[src/hw/decCodes.svh]
`ifndef DEC_CODES_SVH
`define DEC_CODES_SVH

// micro-commands, low bits of the ALU codes follow the F0 sub-op
typedef enum logic [7:0] {
	UcmdInvop = 8'h00,
	// register to memory stores
	UcmdMovbRm = 8'h01, UcmdMovwRm = 8'h02, UcmdMovlRm = 8'h03, UcmdMovqRm = 8'h04,
	// memory to register loads
	UcmdMovbMr = 8'h05, UcmdMovwMr = 8'h06, UcmdMovlMr = 8'h07, UcmdMovqMr = 8'h08,
	UcmdMovubMr = 8'h09, UcmdMovuwMr = 8'h0A, UcmdMovulMr = 8'h0B,
	UcmdAluAdd3 = 8'h10, UcmdAluSub3 = 8'h11, UcmdAluMul3 = 8'h12,
	UcmdAluAnd3 = 8'h15, UcmdAluOr3 = 8'h16, UcmdAluXor3 = 8'h17,
	UcmdMovIr = 8'h20, UcmdAluLdish16 = 8'h21,
	UcmdCfBra = 8'h30, UcmdCfBsr = 8'h31, UcmdCfBt = 8'h32, UcmdCfBf = 8'h33
} ucmdT;

// operand form ids
typedef enum logic [4:0] {
	FmidInv = 5'h00,
	FmidRegReg = 5'h01,
	FmidRegStReg = 5'h02,
	FmidLdRegReg = 5'h03,
	FmidRegStDrReg = 5'h04,
	FmidLdDrRegReg = 5'h05,
	FmidImm8Reg = 5'h06,
	FmidPcDisp8 = 5'h07
} fmidT;

// immediate types, S signed, U zero, N one extended
typedef enum logic [3:0] {
	ItySw = 4'h1, ItyUb = 4'h4, ItyUw = 4'h5, ItyNw = 4'h9
} ityT;

// access size
typedef enum logic [2:0] {
	BtySb = 3'h0, BtySw = 3'h1, BtySl = 3'h2, BtySq = 3'h3
} btyT;

// address index mode
typedef enum logic [3:0] {
	IxtReg = 4'h0, IxtRdi = 4'h1, IxtRri = 4'h2, IxtRdl = 4'h3
} ixtT;

// general registers are {2'b00, e, nibble}
typedef logic [RegIdW-1:0] regIdT;

localparam regIdT RegPc = 7'h60;
localparam regIdT RegDlr = 7'h61;
localparam regIdT RegImm = 7'h7E;
localparam regIdT RegZzr = 7'h7F;

`endif

[src/hw/decPkg.sv]
package decPkg;

	// widths
	localparam int InstrW = 48;
	localparam int RegIdW = 7;
	localparam int ImmW = 33;
	localparam int NibW = 4;

	`include "decCodes.svh"

	// nibble positions of the register fields
	localparam int OLsb = 0;
	localparam int MLsb = 16;
	localparam int NLsb = 20;

	// E-bits extending O, M and N, plus the Q modifier
	localparam int ExIBit = 4;
	localparam int ExMBit = 5;
	localparam int ExNBit = 6;
	localparam int ExQBit = 7;

	// block select nibble
	localparam int BlkLsb = 8;

	// F8 form select, bits 7:5
	localparam int F8SelLsb = 5;

	// F0 sub-op byte
	localparam int SubOpLsb = 24;

	// 16-bit immediate of the F8 forms
	localparam int Imm16Lsb = 16;

	// result of the class stage
	typedef struct packed {
		ucmdT ucmd;
		fmidT fmid;
		ityT ity;
		btyT bty;
		logic exQ;
	} opClassT;

	// index mode, load flag and access size
	typedef struct packed {
		ixtT ixt;
		logic load;
		btyT bty;
	} uixtT;

	// decoded operation
	typedef struct packed {
		regIdT regN;
		regIdT regM;
		regIdT regO;
		logic [ImmW-1:0] imm;
		ucmdT ucmd;
		uixtT uixt;
	} decOpT;

endpackage

[src/hw/decOpClass.sv]
module decOpClass import decPkg::*; (
	input logic clock,
	input logic rst,
	input logic istrValid,
	input logic [InstrW-1:0] istrWord,
	output logic clsValid,
	output opClassT cls,
	output logic [InstrW-1:0] clsWord
);

	logic [7:0] subOp;
	logic exQ;
	btyT memBty;
	ucmdT stCmd;
	ucmdT ldCmd;
	opClassT clsNext;

	assign subOp = istrWord[SubOpLsb +: 8];
	assign exQ = istrWord[ExQBit];

	// size from the low two sub-op bits, no unsigned quad load
	always_comb begin
		case (subOp[1:0])
			2'd0: begin
				memBty = BtySb;
				stCmd = UcmdMovbRm;
				ldCmd = exQ ? UcmdMovubMr : UcmdMovbMr;
			end
			2'd1: begin
				memBty = BtySw;
				stCmd = UcmdMovwRm;
				ldCmd = exQ ? UcmdMovuwMr : UcmdMovwMr;
			end
			2'd2: begin
				memBty = BtySl;
				stCmd = UcmdMovlRm;
				ldCmd = exQ ? UcmdMovulMr : UcmdMovlMr;
			end
			default: begin
				memBty = BtySq;
				stCmd = UcmdMovqRm;
				ldCmd = UcmdMovqMr;
			end
		endcase
	end

	always_comb begin
		clsNext.ucmd = UcmdInvop;
		clsNext.fmid = FmidInv;
		clsNext.ity = ItyUb;
		clsNext.bty = BtySb;
		clsNext.exQ = exQ;

		case (istrWord[BlkLsb +: NibW])
			4'h0: begin
				case (subOp[7:4])
					// bit 3 picks load, bit 2 the register index form
					4'h0: begin
						clsNext.bty = memBty;
						if (subOp[3]) begin
							clsNext.ucmd = ldCmd;
							clsNext.fmid = subOp[2] ? FmidLdDrRegReg : FmidLdRegReg;
						end else begin
							clsNext.ucmd = stCmd;
							clsNext.fmid = subOp[2] ? FmidRegStDrReg : FmidRegStReg;
						end
					end
					4'h1: begin
						case (subOp[3:0])
							4'h0: clsNext.ucmd = UcmdAluAdd3;
							4'h1: clsNext.ucmd = UcmdAluSub3;
							4'h2: clsNext.ucmd = UcmdAluMul3;
							4'h5: clsNext.ucmd = UcmdAluAnd3;
							4'h6: clsNext.ucmd = UcmdAluOr3;
							4'h7: clsNext.ucmd = UcmdAluXor3;
							default: clsNext.ucmd = UcmdInvop;
						endcase
						if (clsNext.ucmd != UcmdInvop) begin
							clsNext.fmid = FmidRegReg;
						end
					end
					// pc-relative branches 20..23
					4'h2: begin
						if (subOp[3:2] == 2'b00) begin
							clsNext.fmid = FmidPcDisp8;
							clsNext.bty = BtySw;
							case (subOp[1:0])
								2'd0: clsNext.ucmd = UcmdCfBra;
								2'd1: clsNext.ucmd = UcmdCfBsr;
								2'd2: clsNext.ucmd = UcmdCfBt;
								default: clsNext.ucmd = UcmdCfBf;
							endcase
						end
					end
					default: begin
					end
				endcase
			end
			4'h8: begin
				clsNext.fmid = FmidImm8Reg;
				case (istrWord[F8SelLsb +: 3])
					3'd0: begin
						clsNext.ucmd = UcmdMovIr;
						clsNext.ity = ItyUw;
					end
					3'd1: begin
						clsNext.ucmd = UcmdMovIr;
						clsNext.ity = ItyNw;
					end
					3'd2: begin
						clsNext.ucmd = UcmdAluAdd3;
						clsNext.ity = ItySw;
					end
					3'd3: begin
						clsNext.ucmd = UcmdAluLdish16;
						clsNext.ity = ItyUw;
					end
					default: begin
						clsNext.fmid = FmidInv;
					end
				endcase
			end
			default: begin
			end
		endcase
	end

	always_ff @(posedge clock) begin
		if (rst) begin
			clsValid <= 1'b0;
		end else begin
			clsValid <= istrValid;
		end
	end

	// payload only moves with a strobe
	always_ff @(posedge clock) begin
		if (istrValid) begin
			cls <= clsNext;
			clsWord <= istrWord;
		end
	end

	clsFollowsStrobe: assert property (@(posedge clock) disable iff (rst)
		clsValid |-> $past(istrValid));

endmodule

[src/hw/decOperandForm.sv]
module decOperandForm import decPkg::*; (
	input logic clock,
	input logic rst,
	input logic clsValid,
	input opClassT cls,
	input logic [InstrW-1:0] clsWord,
	output logic opValid,
	output decOpT decOp
);

	regIdT regNDfl;
	regIdT regMDfl;
	regIdT regODfl;
	logic [15:0] imm16;
	logic [ImmW-1:0] immU5;
	logic [ImmW-1:0] immUw;
	logic [ImmW-1:0] immNw;
	logic [ImmW-1:0] immSw;
	logic [ImmW-1:0] immDisp;
	logic isLoad;
	decOpT opNext;

	// default register fields
	assign regNDfl = {2'b00, clsWord[ExNBit], clsWord[NLsb +: NibW]};
	assign regMDfl = {2'b00, clsWord[ExMBit], clsWord[MLsb +: NibW]};
	assign regODfl = {2'b00, clsWord[ExIBit], clsWord[OLsb +: NibW]};

	// imm5 overlays the O field and its E-bit
	assign immU5 = {{(ImmW - 5){1'b0}}, clsWord[ExIBit], clsWord[OLsb +: NibW]};

	assign imm16 = clsWord[Imm16Lsb +: 16];
	assign immUw = {{(ImmW - 16){1'b0}}, imm16};
	assign immNw = {{(ImmW - 16){1'b1}}, imm16};
	assign immSw = {{(ImmW - 16){imm16[15]}}, imm16};

	// branch displacement is bits 7:0 over bits 23:16, signed from bit 7
	assign immDisp = {{(ImmW - 16){clsWord[ExQBit]}}, clsWord[ExQBit -: 8], clsWord[MLsb +: 8]};

	assign isLoad = (cls.fmid == FmidLdRegReg) || (cls.fmid == FmidLdDrRegReg);

	always_comb begin
		opNext.regN = RegZzr;
		opNext.regM = RegZzr;
		opNext.regO = RegZzr;
		opNext.imm = '0;
		opNext.ucmd = cls.ucmd;
		// all zero unless the form sets an index mode
		opNext.uixt = '{ixt: IxtReg, load: 1'b0, bty: BtySb};

		case (cls.fmid)
			FmidRegReg: begin
				opNext.regN = regNDfl;
				opNext.regM = regMDfl;
				opNext.regO = cls.exQ ? RegImm : regODfl;
				opNext.imm = immU5;
			end
			// base plus 5-bit displacement
			FmidRegStReg, FmidLdRegReg: begin
				opNext.regN = regNDfl;
				opNext.regM = regMDfl;
				opNext.imm = immU5;
				opNext.uixt = '{ixt: IxtRdi, load: isLoad, bty: cls.bty};
			end
			// base plus scaled index register
			FmidRegStDrReg, FmidLdDrRegReg: begin
				opNext.regN = regNDfl;
				opNext.regM = regMDfl;
				opNext.regO = regODfl;
				opNext.uixt = '{ixt: IxtRri, load: isLoad, bty: cls.bty};
			end
			FmidImm8Reg: begin
				opNext.regN = regODfl;
				opNext.regM = RegImm;
				opNext.regO = regODfl;
				case (cls.ity)
					ItyNw: opNext.imm = immNw;
					ItySw: opNext.imm = immSw;
					default: opNext.imm = immUw;
				endcase
			end
			FmidPcDisp8: begin
				opNext.regN = RegDlr;
				opNext.regM = RegPc;
				opNext.imm = immDisp;
				opNext.uixt = '{ixt: IxtRdi, load: 1'b1, bty: BtySw};
			end
			default: begin
			end
		endcase
	end

	always_ff @(posedge clock) begin
		if (rst) begin
			opValid <= 1'b0;
		end else begin
			opValid <= clsValid;
		end
	end

	always_ff @(posedge clock) begin
		if (clsValid) begin
			decOp <= opNext;
		end
	end

	// the class stage pairs Invop with FmidInv only
	invopSelectorsZzr: assert property (@(posedge clock) disable iff (rst)
		opValid && decOp.ucmd == UcmdInvop |->
			decOp.regN == RegZzr && decOp.regM == RegZzr && decOp.regO == RegZzr);

endmodule

[src/hw/decOpFx.sv]
module decOpFx import decPkg::*; (
	input logic clock,
	input logic rst,
	input logic istrValid,
	input logic [InstrW-1:0] istrWord,
	output logic opValid,
	output decOpT decOp
);

	logic clsValid;
	opClassT cls;
	logic [InstrW-1:0] clsWord;

	// stage 1, command class
	decOpClass uOpClass (
		.clock(clock),
		.rst(rst),
		.istrValid(istrValid),
		.istrWord(istrWord),
		.clsValid(clsValid),
		.cls(cls),
		.clsWord(clsWord)
	);

	// stage 2, registers and immediate
	decOperandForm uOperandForm (
		.clock(clock),
		.rst(rst),
		.clsValid(clsValid),
		.cls(cls),
		.clsWord(clsWord),
		.opValid(opValid),
		.decOp(decOp)
	);

endmodule

[config.mk]
export PLATFORM = sky130hd
export DESIGN_NAME = decOpFx
export DESIGN_NICKNAME = d
export VERILOG_FILES = /design/src/hw/decPkg.sv /design/src/hw/decOpClass.sv /design/src/hw/decOperandForm.sv /design/src/hw/decOpFx.sv
export VERILOG_INCLUDE_DIRS = /design/src /design/src/hw
export SDC_FILE = /design/constraint.sdc
export NUM_CORES = 1
export LEC_CHECK = 0
export ABC_AREA = 0
export BUFFER_PORTS_ARGS = -buffer_cell sky130_fd_sc_hd__buf_2
export CAP_MARGIN = 20
export CORE_UTILIZATION = 59
export CTS_BUF_LIST = sky130_fd_sc_hd__clkbuf_4 sky130_fd_sc_hd__clkbuf_8
export DETAILED_ROUTE_END_ITERATION = 12
export PLACE_DENSITY = 0.92
export SYNTH_ARGS = -nofsm -noshare
export SYNTH_HDL_FRONTEND = slang
export SYNTH_HIERARCHICAL = 1
export SYNTH_SLANG_ARGS = --single-unit
[constraint.sdc]
create_clock -name clock -period 3.05 [get_ports clock]
set_input_delay 0.1525 -clock clock [delete_from_list [all_inputs] [get_ports clock]]
set_output_delay 0.1525 -clock clock [all_outputs]
set_load 0.005 [all_outputs]
# == Yosys cells after proc, flatten, opt, wreduce, memory -nomap -nowiden ==
# Index checks and enable logic that the tools add are counted.
# classes
eq_ne,22
mux,28
reduce_logical,16
# ops
op,n
case mux 33 bit (3 select lines),1
case mux 33 bit (2 select lines),1
case mux 14 bit (3 select lines),1
case mux 13 bit (3 select lines),1
case mux 6 bit (3 select lines),2
case mux 5 bit (6 select lines),1
case mux 13 bit (2 select lines),1
case mux 8 bit (3 select lines),1
== test 5 x 3 -> 1 bit (second input constant),4
two-way mux 8 bit,2
case mux 7 bit (2 select lines),1
two-way mux 13 bit,1
== test 4 x 1 -> 1 bit (second input constant),3
== test 4 x 3 -> 1 bit (second input constant),3
logical NOT 4 bit,3
two-way mux 4 bit,3
case mux 2 bit (3 select lines),2
case mux 4 bit (3 select lines),1
two-way mux 11 bit,1
== test 5 x 2 -> 1 bit (second input constant),2
two-way mux 3 bit,3
case mux 3 bit (3 select lines),1
== test 4 x 2 -> 1 bit (second input constant),2
== test 4 bit (second input constant),2
16 further kinds,23
# word_totals
output_inout_bits,71
regBits,125

# == Depth between registers and ports, before layout ==
# Gate-level depths: netlist (run 1).
# depth
word_depth,8
depth_mapped,6
depth_no_buf,6

# == Hierarchy ==
# Netlist (run 1), hierarchy kept.
# modules_own_cells
module,n_inst,area_per_inst_um2,cells_each,seq_area_each_um2
decOperandForm,1,2332.2,180,1491.4
decOpClass,1,2329.7,134,1881.8

# == Worst setup path before layout (run 1) ==
# Ideal clock, no wire load.
# synth_timing
path_kind,input to register
startpoint,input port istrWord[9]
endpoint,"register, netlist name uOpClass/cls[13]"
t_required_ns,2.870
stages,4
t_arrival_ns,1.669
slack_ns,1.201
setup_ns,0.180
path_buffers,0
path_cell_list,or4_4 -> a2111o_4 -> or4b_1 -> o311ai_1
# synth_rtl
item,line_no,source
"start, declared",decOpFx.sv:5,"input logic [InstrW-1:0] istrWord,"

==> reports/results.ini, run 1 <==
[layout]
diodes = 0
area_growth_pct = 19.59
drive_gt1_frac = 0.3463
fin_nets = 437
fin_cells = 464

[timing]
fin_tns_setup_ns = 0
finalHoldViolCount = 0
maxSlewViolCount = 0
skew_ns = 0.009989
post-route-period-util = 0.6395
fmax_ghz = 0.5127
relSlewSlack = 0.4261
rsz0062_at_grt = no
worst_slew_pin_slew_ns = 0.8608
period_needed_ns = 1.951
setup_viol = 0

[placement]
place_congestion = 0.9196
place_hpwl_um = 4998
dp_cells = 433
portBuffers = 99

[global_route]
grt_max_degree = 51
grt.overflow.total = 0
grt_util_all_layers = 0.2284
antenna_found_initial = 0
grt_first_pass_wirelength_um = 12030
first_global_vias = 2400

[synth]
syn_area_sq_mm = 0.003941
ys_warn_count = 6
netlist_instances = 290
avgSynthCellArea_sq_um = 13.59

[floorplanning]
core_sq_mm = 0.006386
die_w_um = 83.73
num_rows = 29
io_pins = 122
initial_core_util = 0.6172
die_y_um = 83.73
dieArea_sq_mm = 0.007011

[setup_path]
critPathBufInv = 1
path_delay_family = flip-flops
end_kind = flop
rr_endpoint = uOperandForm/decOp[59]$_DFFE_PP_
rr_worst_depth = 3
path_common_cell = a21o_1
slowest_stage = edfxtp_1
crit_required_ns = 3.17
cp.arrival_ns = 2.07
r2r_slack_ns = 1.10
timing.rr.start = uOpClass/cls[8]$_DFFE_PP_
startpoint_type = flop
critPathMaxStageDelay_ns = 0.92
path_cells = inv_1 -> a21o_1 -> a21o_1
crit_type = reg2reg
crit_path_max_fanout = 22

[clocking]
cts_tree = done
postCtsSetupBuffers = 0
clock_latency_ns = 0.35
clkTransAtPathRegs_ns = 0.09
htreeDepth = 3
clock_path_buffers = 2
clock_sinks = 89
cts.root.buffer_cell = clkbuf_8
cts_buffers = 9

[drt]
first_pass_iters = 7
vias_per_cell = 5.640
post_drt_wl_per_cell_um = 16.96
drtIter0Drc = 208
route.detailed.drc = 0
route.vias.total = 2617
drt_wl_total_um = 7869
ant_nets = 0

[power]
irDropWorstVdd_mv = 0.4133
power.leakage_nw = 1.979
p_per_area_mw_per_mm2 = 576.2

[job]
max_cap_violations = 0

[hold_path]
hold-path-endpoint = uOpClass/clsWord[5]$_DFFE_PP_
hold_class = in2reg
hold_start = istrWord[5]
holdPathStages = 1

[outcome]
status = finished, final reports clean

## layout by cell type (no fill, tap or decap), types with 4 or more instances in the layout
cell / instances
o21ai_0: 13
bufinv_16: 4
ha_1: 4
nor2b_1: 6
nor2_1: 27
nor3_1: 4
edfxtp_1: 87
inv_1: 6
buf_2: 99
mux2i_1: 8
or2_2: 6
and3_1: 6
a22oi_1: 5
a21o_1: 5
clkbuf_8: 10
nand2_1: 9
mux2_2: 6
dlygate4sd3_1: 14
a21oi_1: 20
conb_1: 8
## timing repair
action                    in CTS  in global routing
resized for setup              0                  0
hold buffers                  14                  0
hold endpoints to repair      15                  0
## sequential cells by signal (all words and copies together), names as in the netlist
signal / count
uOperandForm/decOp: 49
uOpClass/cls: 14
uOpClass/clsWord: 24
uOperandForm/opValid: 1
uOpClass/clsValid: 1
## per-stage QoR
step                setup WS, ns  area (sq um)  power, mW  hold WS (ns)  utilization
global route               1.017          4713      2.802       0.02914       0.7380
finish                     1.099          4713      2.716       0.03319       0.7380
floorplan                  1.201          3964      1.584        0.2241            -
detailed placement         1.024          4280      1.661        0.3310       0.6703
CTS                        1.177          4693      2.714       0.02222       0.7349
global placement           1.049          4280      1.647        0.3166       0.6703
## worst register-to-register path, delay by kind of cell, from the launching register on
| family | cells | cell delay [ns] |
|---|---|---|
| AO/OA/AOI/OAI | 2 | 0.48 |
| flip-flops | 1 | 0.92 |
| buffers and inverters | 1 | 0.31 |
## metal layers
metal / track usage / part of all wire
met1: 0.2767 / 0.39
met2: 0.3999 / 0.52
met3: 0.04352 / 0.070
met4: 0.09707 / 0.021
met5: 0 / 0
## final cells by class
class | count | area (sq um)
tap | 77 | 96.34
clock buffer | 11 | 145.1
timing repair buffer | 115 | 663.1
clock inverter | 5 | 127.6
sequential | 89 | 2654
fill | 396 | 1673
inverter | 6 | 22.52
multi-input combinational | 161 | 1005
## power breakdown
part / switching, mW / internal (mW) / total [mW]
Sequential: 0.0457 / 1.41 / 1.46
Combinational: 0.109 / 0.0926 / 0.202
Clock: 0.398 / 0.659 / 1.06
## how the worst max path moves through the flow
stage / start / end / slack, ns / depth (start not counted)
2_1_floorplan: istrWord[9] / uOpClass/cls[13]$_DFFE_PP_ / 1.20 / 4
3_3_place_gp: istrWord[9] / uOpClass/cls[13]$_DFFE_PP_ / 1.05 / 5
3_5_place_dp: istrWord[9] / uOpClass/cls[13]$_DFFE_PP_ / 1.02 / 5
4_1_cts: uOpClass/cls[8]$_DFFE_PP_ / uOperandForm/decOp[60]$_DFFE_PP_ / 1.18 / 3
5_1_grt: uOpClass/cls[8]$_DFFE_PP_ / uOperandForm/decOp[60]$_DFFE_PP_ / 1.02 / 3
6_report: uOpClass/cls[8]$_DFFE_PP_ / uOperandForm/decOp[59]$_DFFE_PP_ / 1.10 / 3
(Power assumes the default switching activity.)
==> inputs of run 2 (changes only) <==
- CORE_UTILIZATION: 59 -> 50
- PLACE_DENSITY: 0.92 -> 0.83
- clock period: 3.05 -> 1.7 ns (I/O delays scaled with it)
==> reports/results.ini, run 2 (synthesis gave the netlist of run 1 again) <==
[setup_path]
end_kind = flop
rr_worst_depth = 4
crit_required_ns = 1.87
startpoint = istrWord[29]
crit_type = in2reg
timing.rr.start = uOpClass/cls[9]$_DFFE_PP_
rr_endpoint = uOperandForm/decOp[58]$_DFFE_PP_
r2r_slack_ns = 0.15
startpoint_type = input port
cp.arrival_ns = 1.83
crit_path_max_fanout = 6
path_cells = dlygate4sd3_1 -> buf_2 -> a2111o_4 -> or4b_1 -> o311ai_1
slowest_stage = dlygate4sd3_1
critPathMaxStageDelay_ns = 0.52

[floorplanning]
dieArea_sq_mm = 0.008242
io_pins = 122
core_sq_mm = 0.007687
initial_core_util = 0.5127
die_w_um = 90.79
num_rows = 32
die_y_um = 90.79

[drt]
drt_wl_total_um = 7767
vias_per_cell = 5.185
route.detailed.drc = 0
route.vias.total = 2634
drtIter0Drc = 169
first_pass_iters = 5
ant_nets = 0
post_drt_wl_per_cell_um = 15.29

[timing]
setup_viol = 0
fin_tns_setup_ns = 0
skew_ns = 0.02729
post-route-period-util = 0.9782
fmax_ghz = 0.6014
finalHoldViolCount = 0
period_needed_ns = 1.663
rsz0062_at_grt = no
maxSlewViolCount = 0

[clocking]
htreeDepth = 3
clkTransAtPathRegs_ns = 0.09
clock_sinks = 89
cts_tree = done
cts_buffers = 9
clock_path_buffers = 2
cts.root.buffer_cell = clkbuf_8
clock_latency_ns = 0.37

[placement]
dp_cells = 467
place_congestion = 0.9409
place_hpwl_um = 5038
portBuffers = 99

[global_route]
grt_max_degree = 50
grt_util_met3 = 0.04040
grt_util_all_layers = 0.1853
grt.overflow.total = 0
grt_most_used_layer = met2
antenna_found_initial = 0
first_global_vias = 2333
grtUsageMet1 = 0.2026
grtUsageMet2 = 0.3283
grt_first_pass_wirelength_um = 11350

[power]
p_clk_frac = 0.326
p_int_mw = 3.419
power_mw = 4.463
p_per_area_mw_per_mm2 = 919.3
power_frac_comb = 0.093
power.switching_mw = 1.044
p_seq_frac = 0.581
irDropWorstVdd_mv = 0.4023
switching_share = 0.2339
power.leakage_nw = 2.041

[hold_path]
hold_class = in2reg
hold-path-endpoint = uOpClass/clsWord[26]$_DFFE_PP_
holdPathStages = 1
hold_start = istrWord[26]

[layout]
largest-register = uOperandForm/decOp
mostFrequentLayoutCell = buf_2
fin_nets = 456
final_cell_mix = buf_2 (97), edfxtp_1 (87), nor2_1 (27), dlygate4sd3_1 (23), a21oi_1 (20)
drive_gt1_frac = 0.3547
diodes = 0
area_growth_pct = 23.17
top_regs = uOperandForm/decOp x49, uOpClass/clsWord x24, uOpClass/cls x14
largest_reg_flops = 49
fin_cells = 508

[job]
max_cap_violations = 0

[outcome]
status = finished, final reports clean

## run 2: cell types whose count changed in the layout (fill, tap and decap cells not counted)
cell	previous run	this run
buf_2	99	97
buf_4	1	12
bufinv_16	4	1
clkbuf_4	1	0
clkbuf_8	10	9
clkinv_2	0	1
clkinv_4	0	2
dlygate4sd3_1	14	23
dlymetal6s4s_1	0	1
inv_6	0	2
nor4_1	2	1
nor4_2	0	1
## run 2: worst max-delay path by stage
stage                                            end  slack, ns  cells past startpoint
after floorplan           uOpClass/cls[13]$_DFFE_PP_      -0.08                      4
after global placement    uOpClass/cls[13]$_DFFE_PP_      -0.13                      5
after detailed placement  uOpClass/cls[13]$_DFFE_PP_      -0.18                      5
after CTS                 uOpClass/cls[13]$_DFFE_PP_       0.02                      5
after global routing      uOpClass/cls[13]$_DFFE_PP_       0.01                      4
final                     uOpClass/cls[13]$_DFFE_PP_       0.04                      5
## run 2: what timing repair did
item / 4_1_cts / 5_1_grt
setup buffers: 0 / 3
resized for setup: 0 / 2
setup endpoints to repair: 0 / 4
hold buffers: 24 / 0
endpoints found under the hold margin: 25 / 0
## run 2: final cells by class
cell class | instances | area, sq um
fill | 592 | 2833
sequential | 89 | 2654
multi-input combinational | 161 | 1011
timing repair buffer | 134 | 838.3
tap | 102 | 127.6
clock buffer | 9 | 123.9
clock inverter | 7 | 77.57
inverter | 6 | 22.52
## run 2: power by group through the flow
stage               Clock (mW)  Sequential [mW]  Combinational (mW)
floorplan                    0             2.64               0.200
global placement             0             2.64               0.338
detailed placement           0             2.64               0.352
CTS                       1.46             2.59               0.396
global route              1.54             2.60               0.451
finish                    1.46             2.59               0.416
## run 2: stage by stage
stage	worst slack [ns]	hold WS [ns]	area (sq um)	util
after detailed placement	-0.1766	0.2599	4392	0.5713
after global routing	0.01389	0.02280	4855	0.6315
after global placement	-0.1275	0.2506	4392	0.5713
after CTS	0.01777	0.02015	4833	0.6287
final	0.03708	0.04105	4855	0.6315
after floorplan	-0.08107	0.1492	3965	-
## run 2: layer usage
layer	up-vias	routed length [um]
li1	1258	-
met4	0	267
met5	-	0
met1	1205	2865
met2	147	4075
met3	24	558
## run 2: critical path: cells and delay by family
family / cells / cell delay [ns]
buffers and inverters: 2 / 0.68
AOI/OAI and AO/OA: 2 / 0.56
and+or+nand+nor: 1 / 0.51
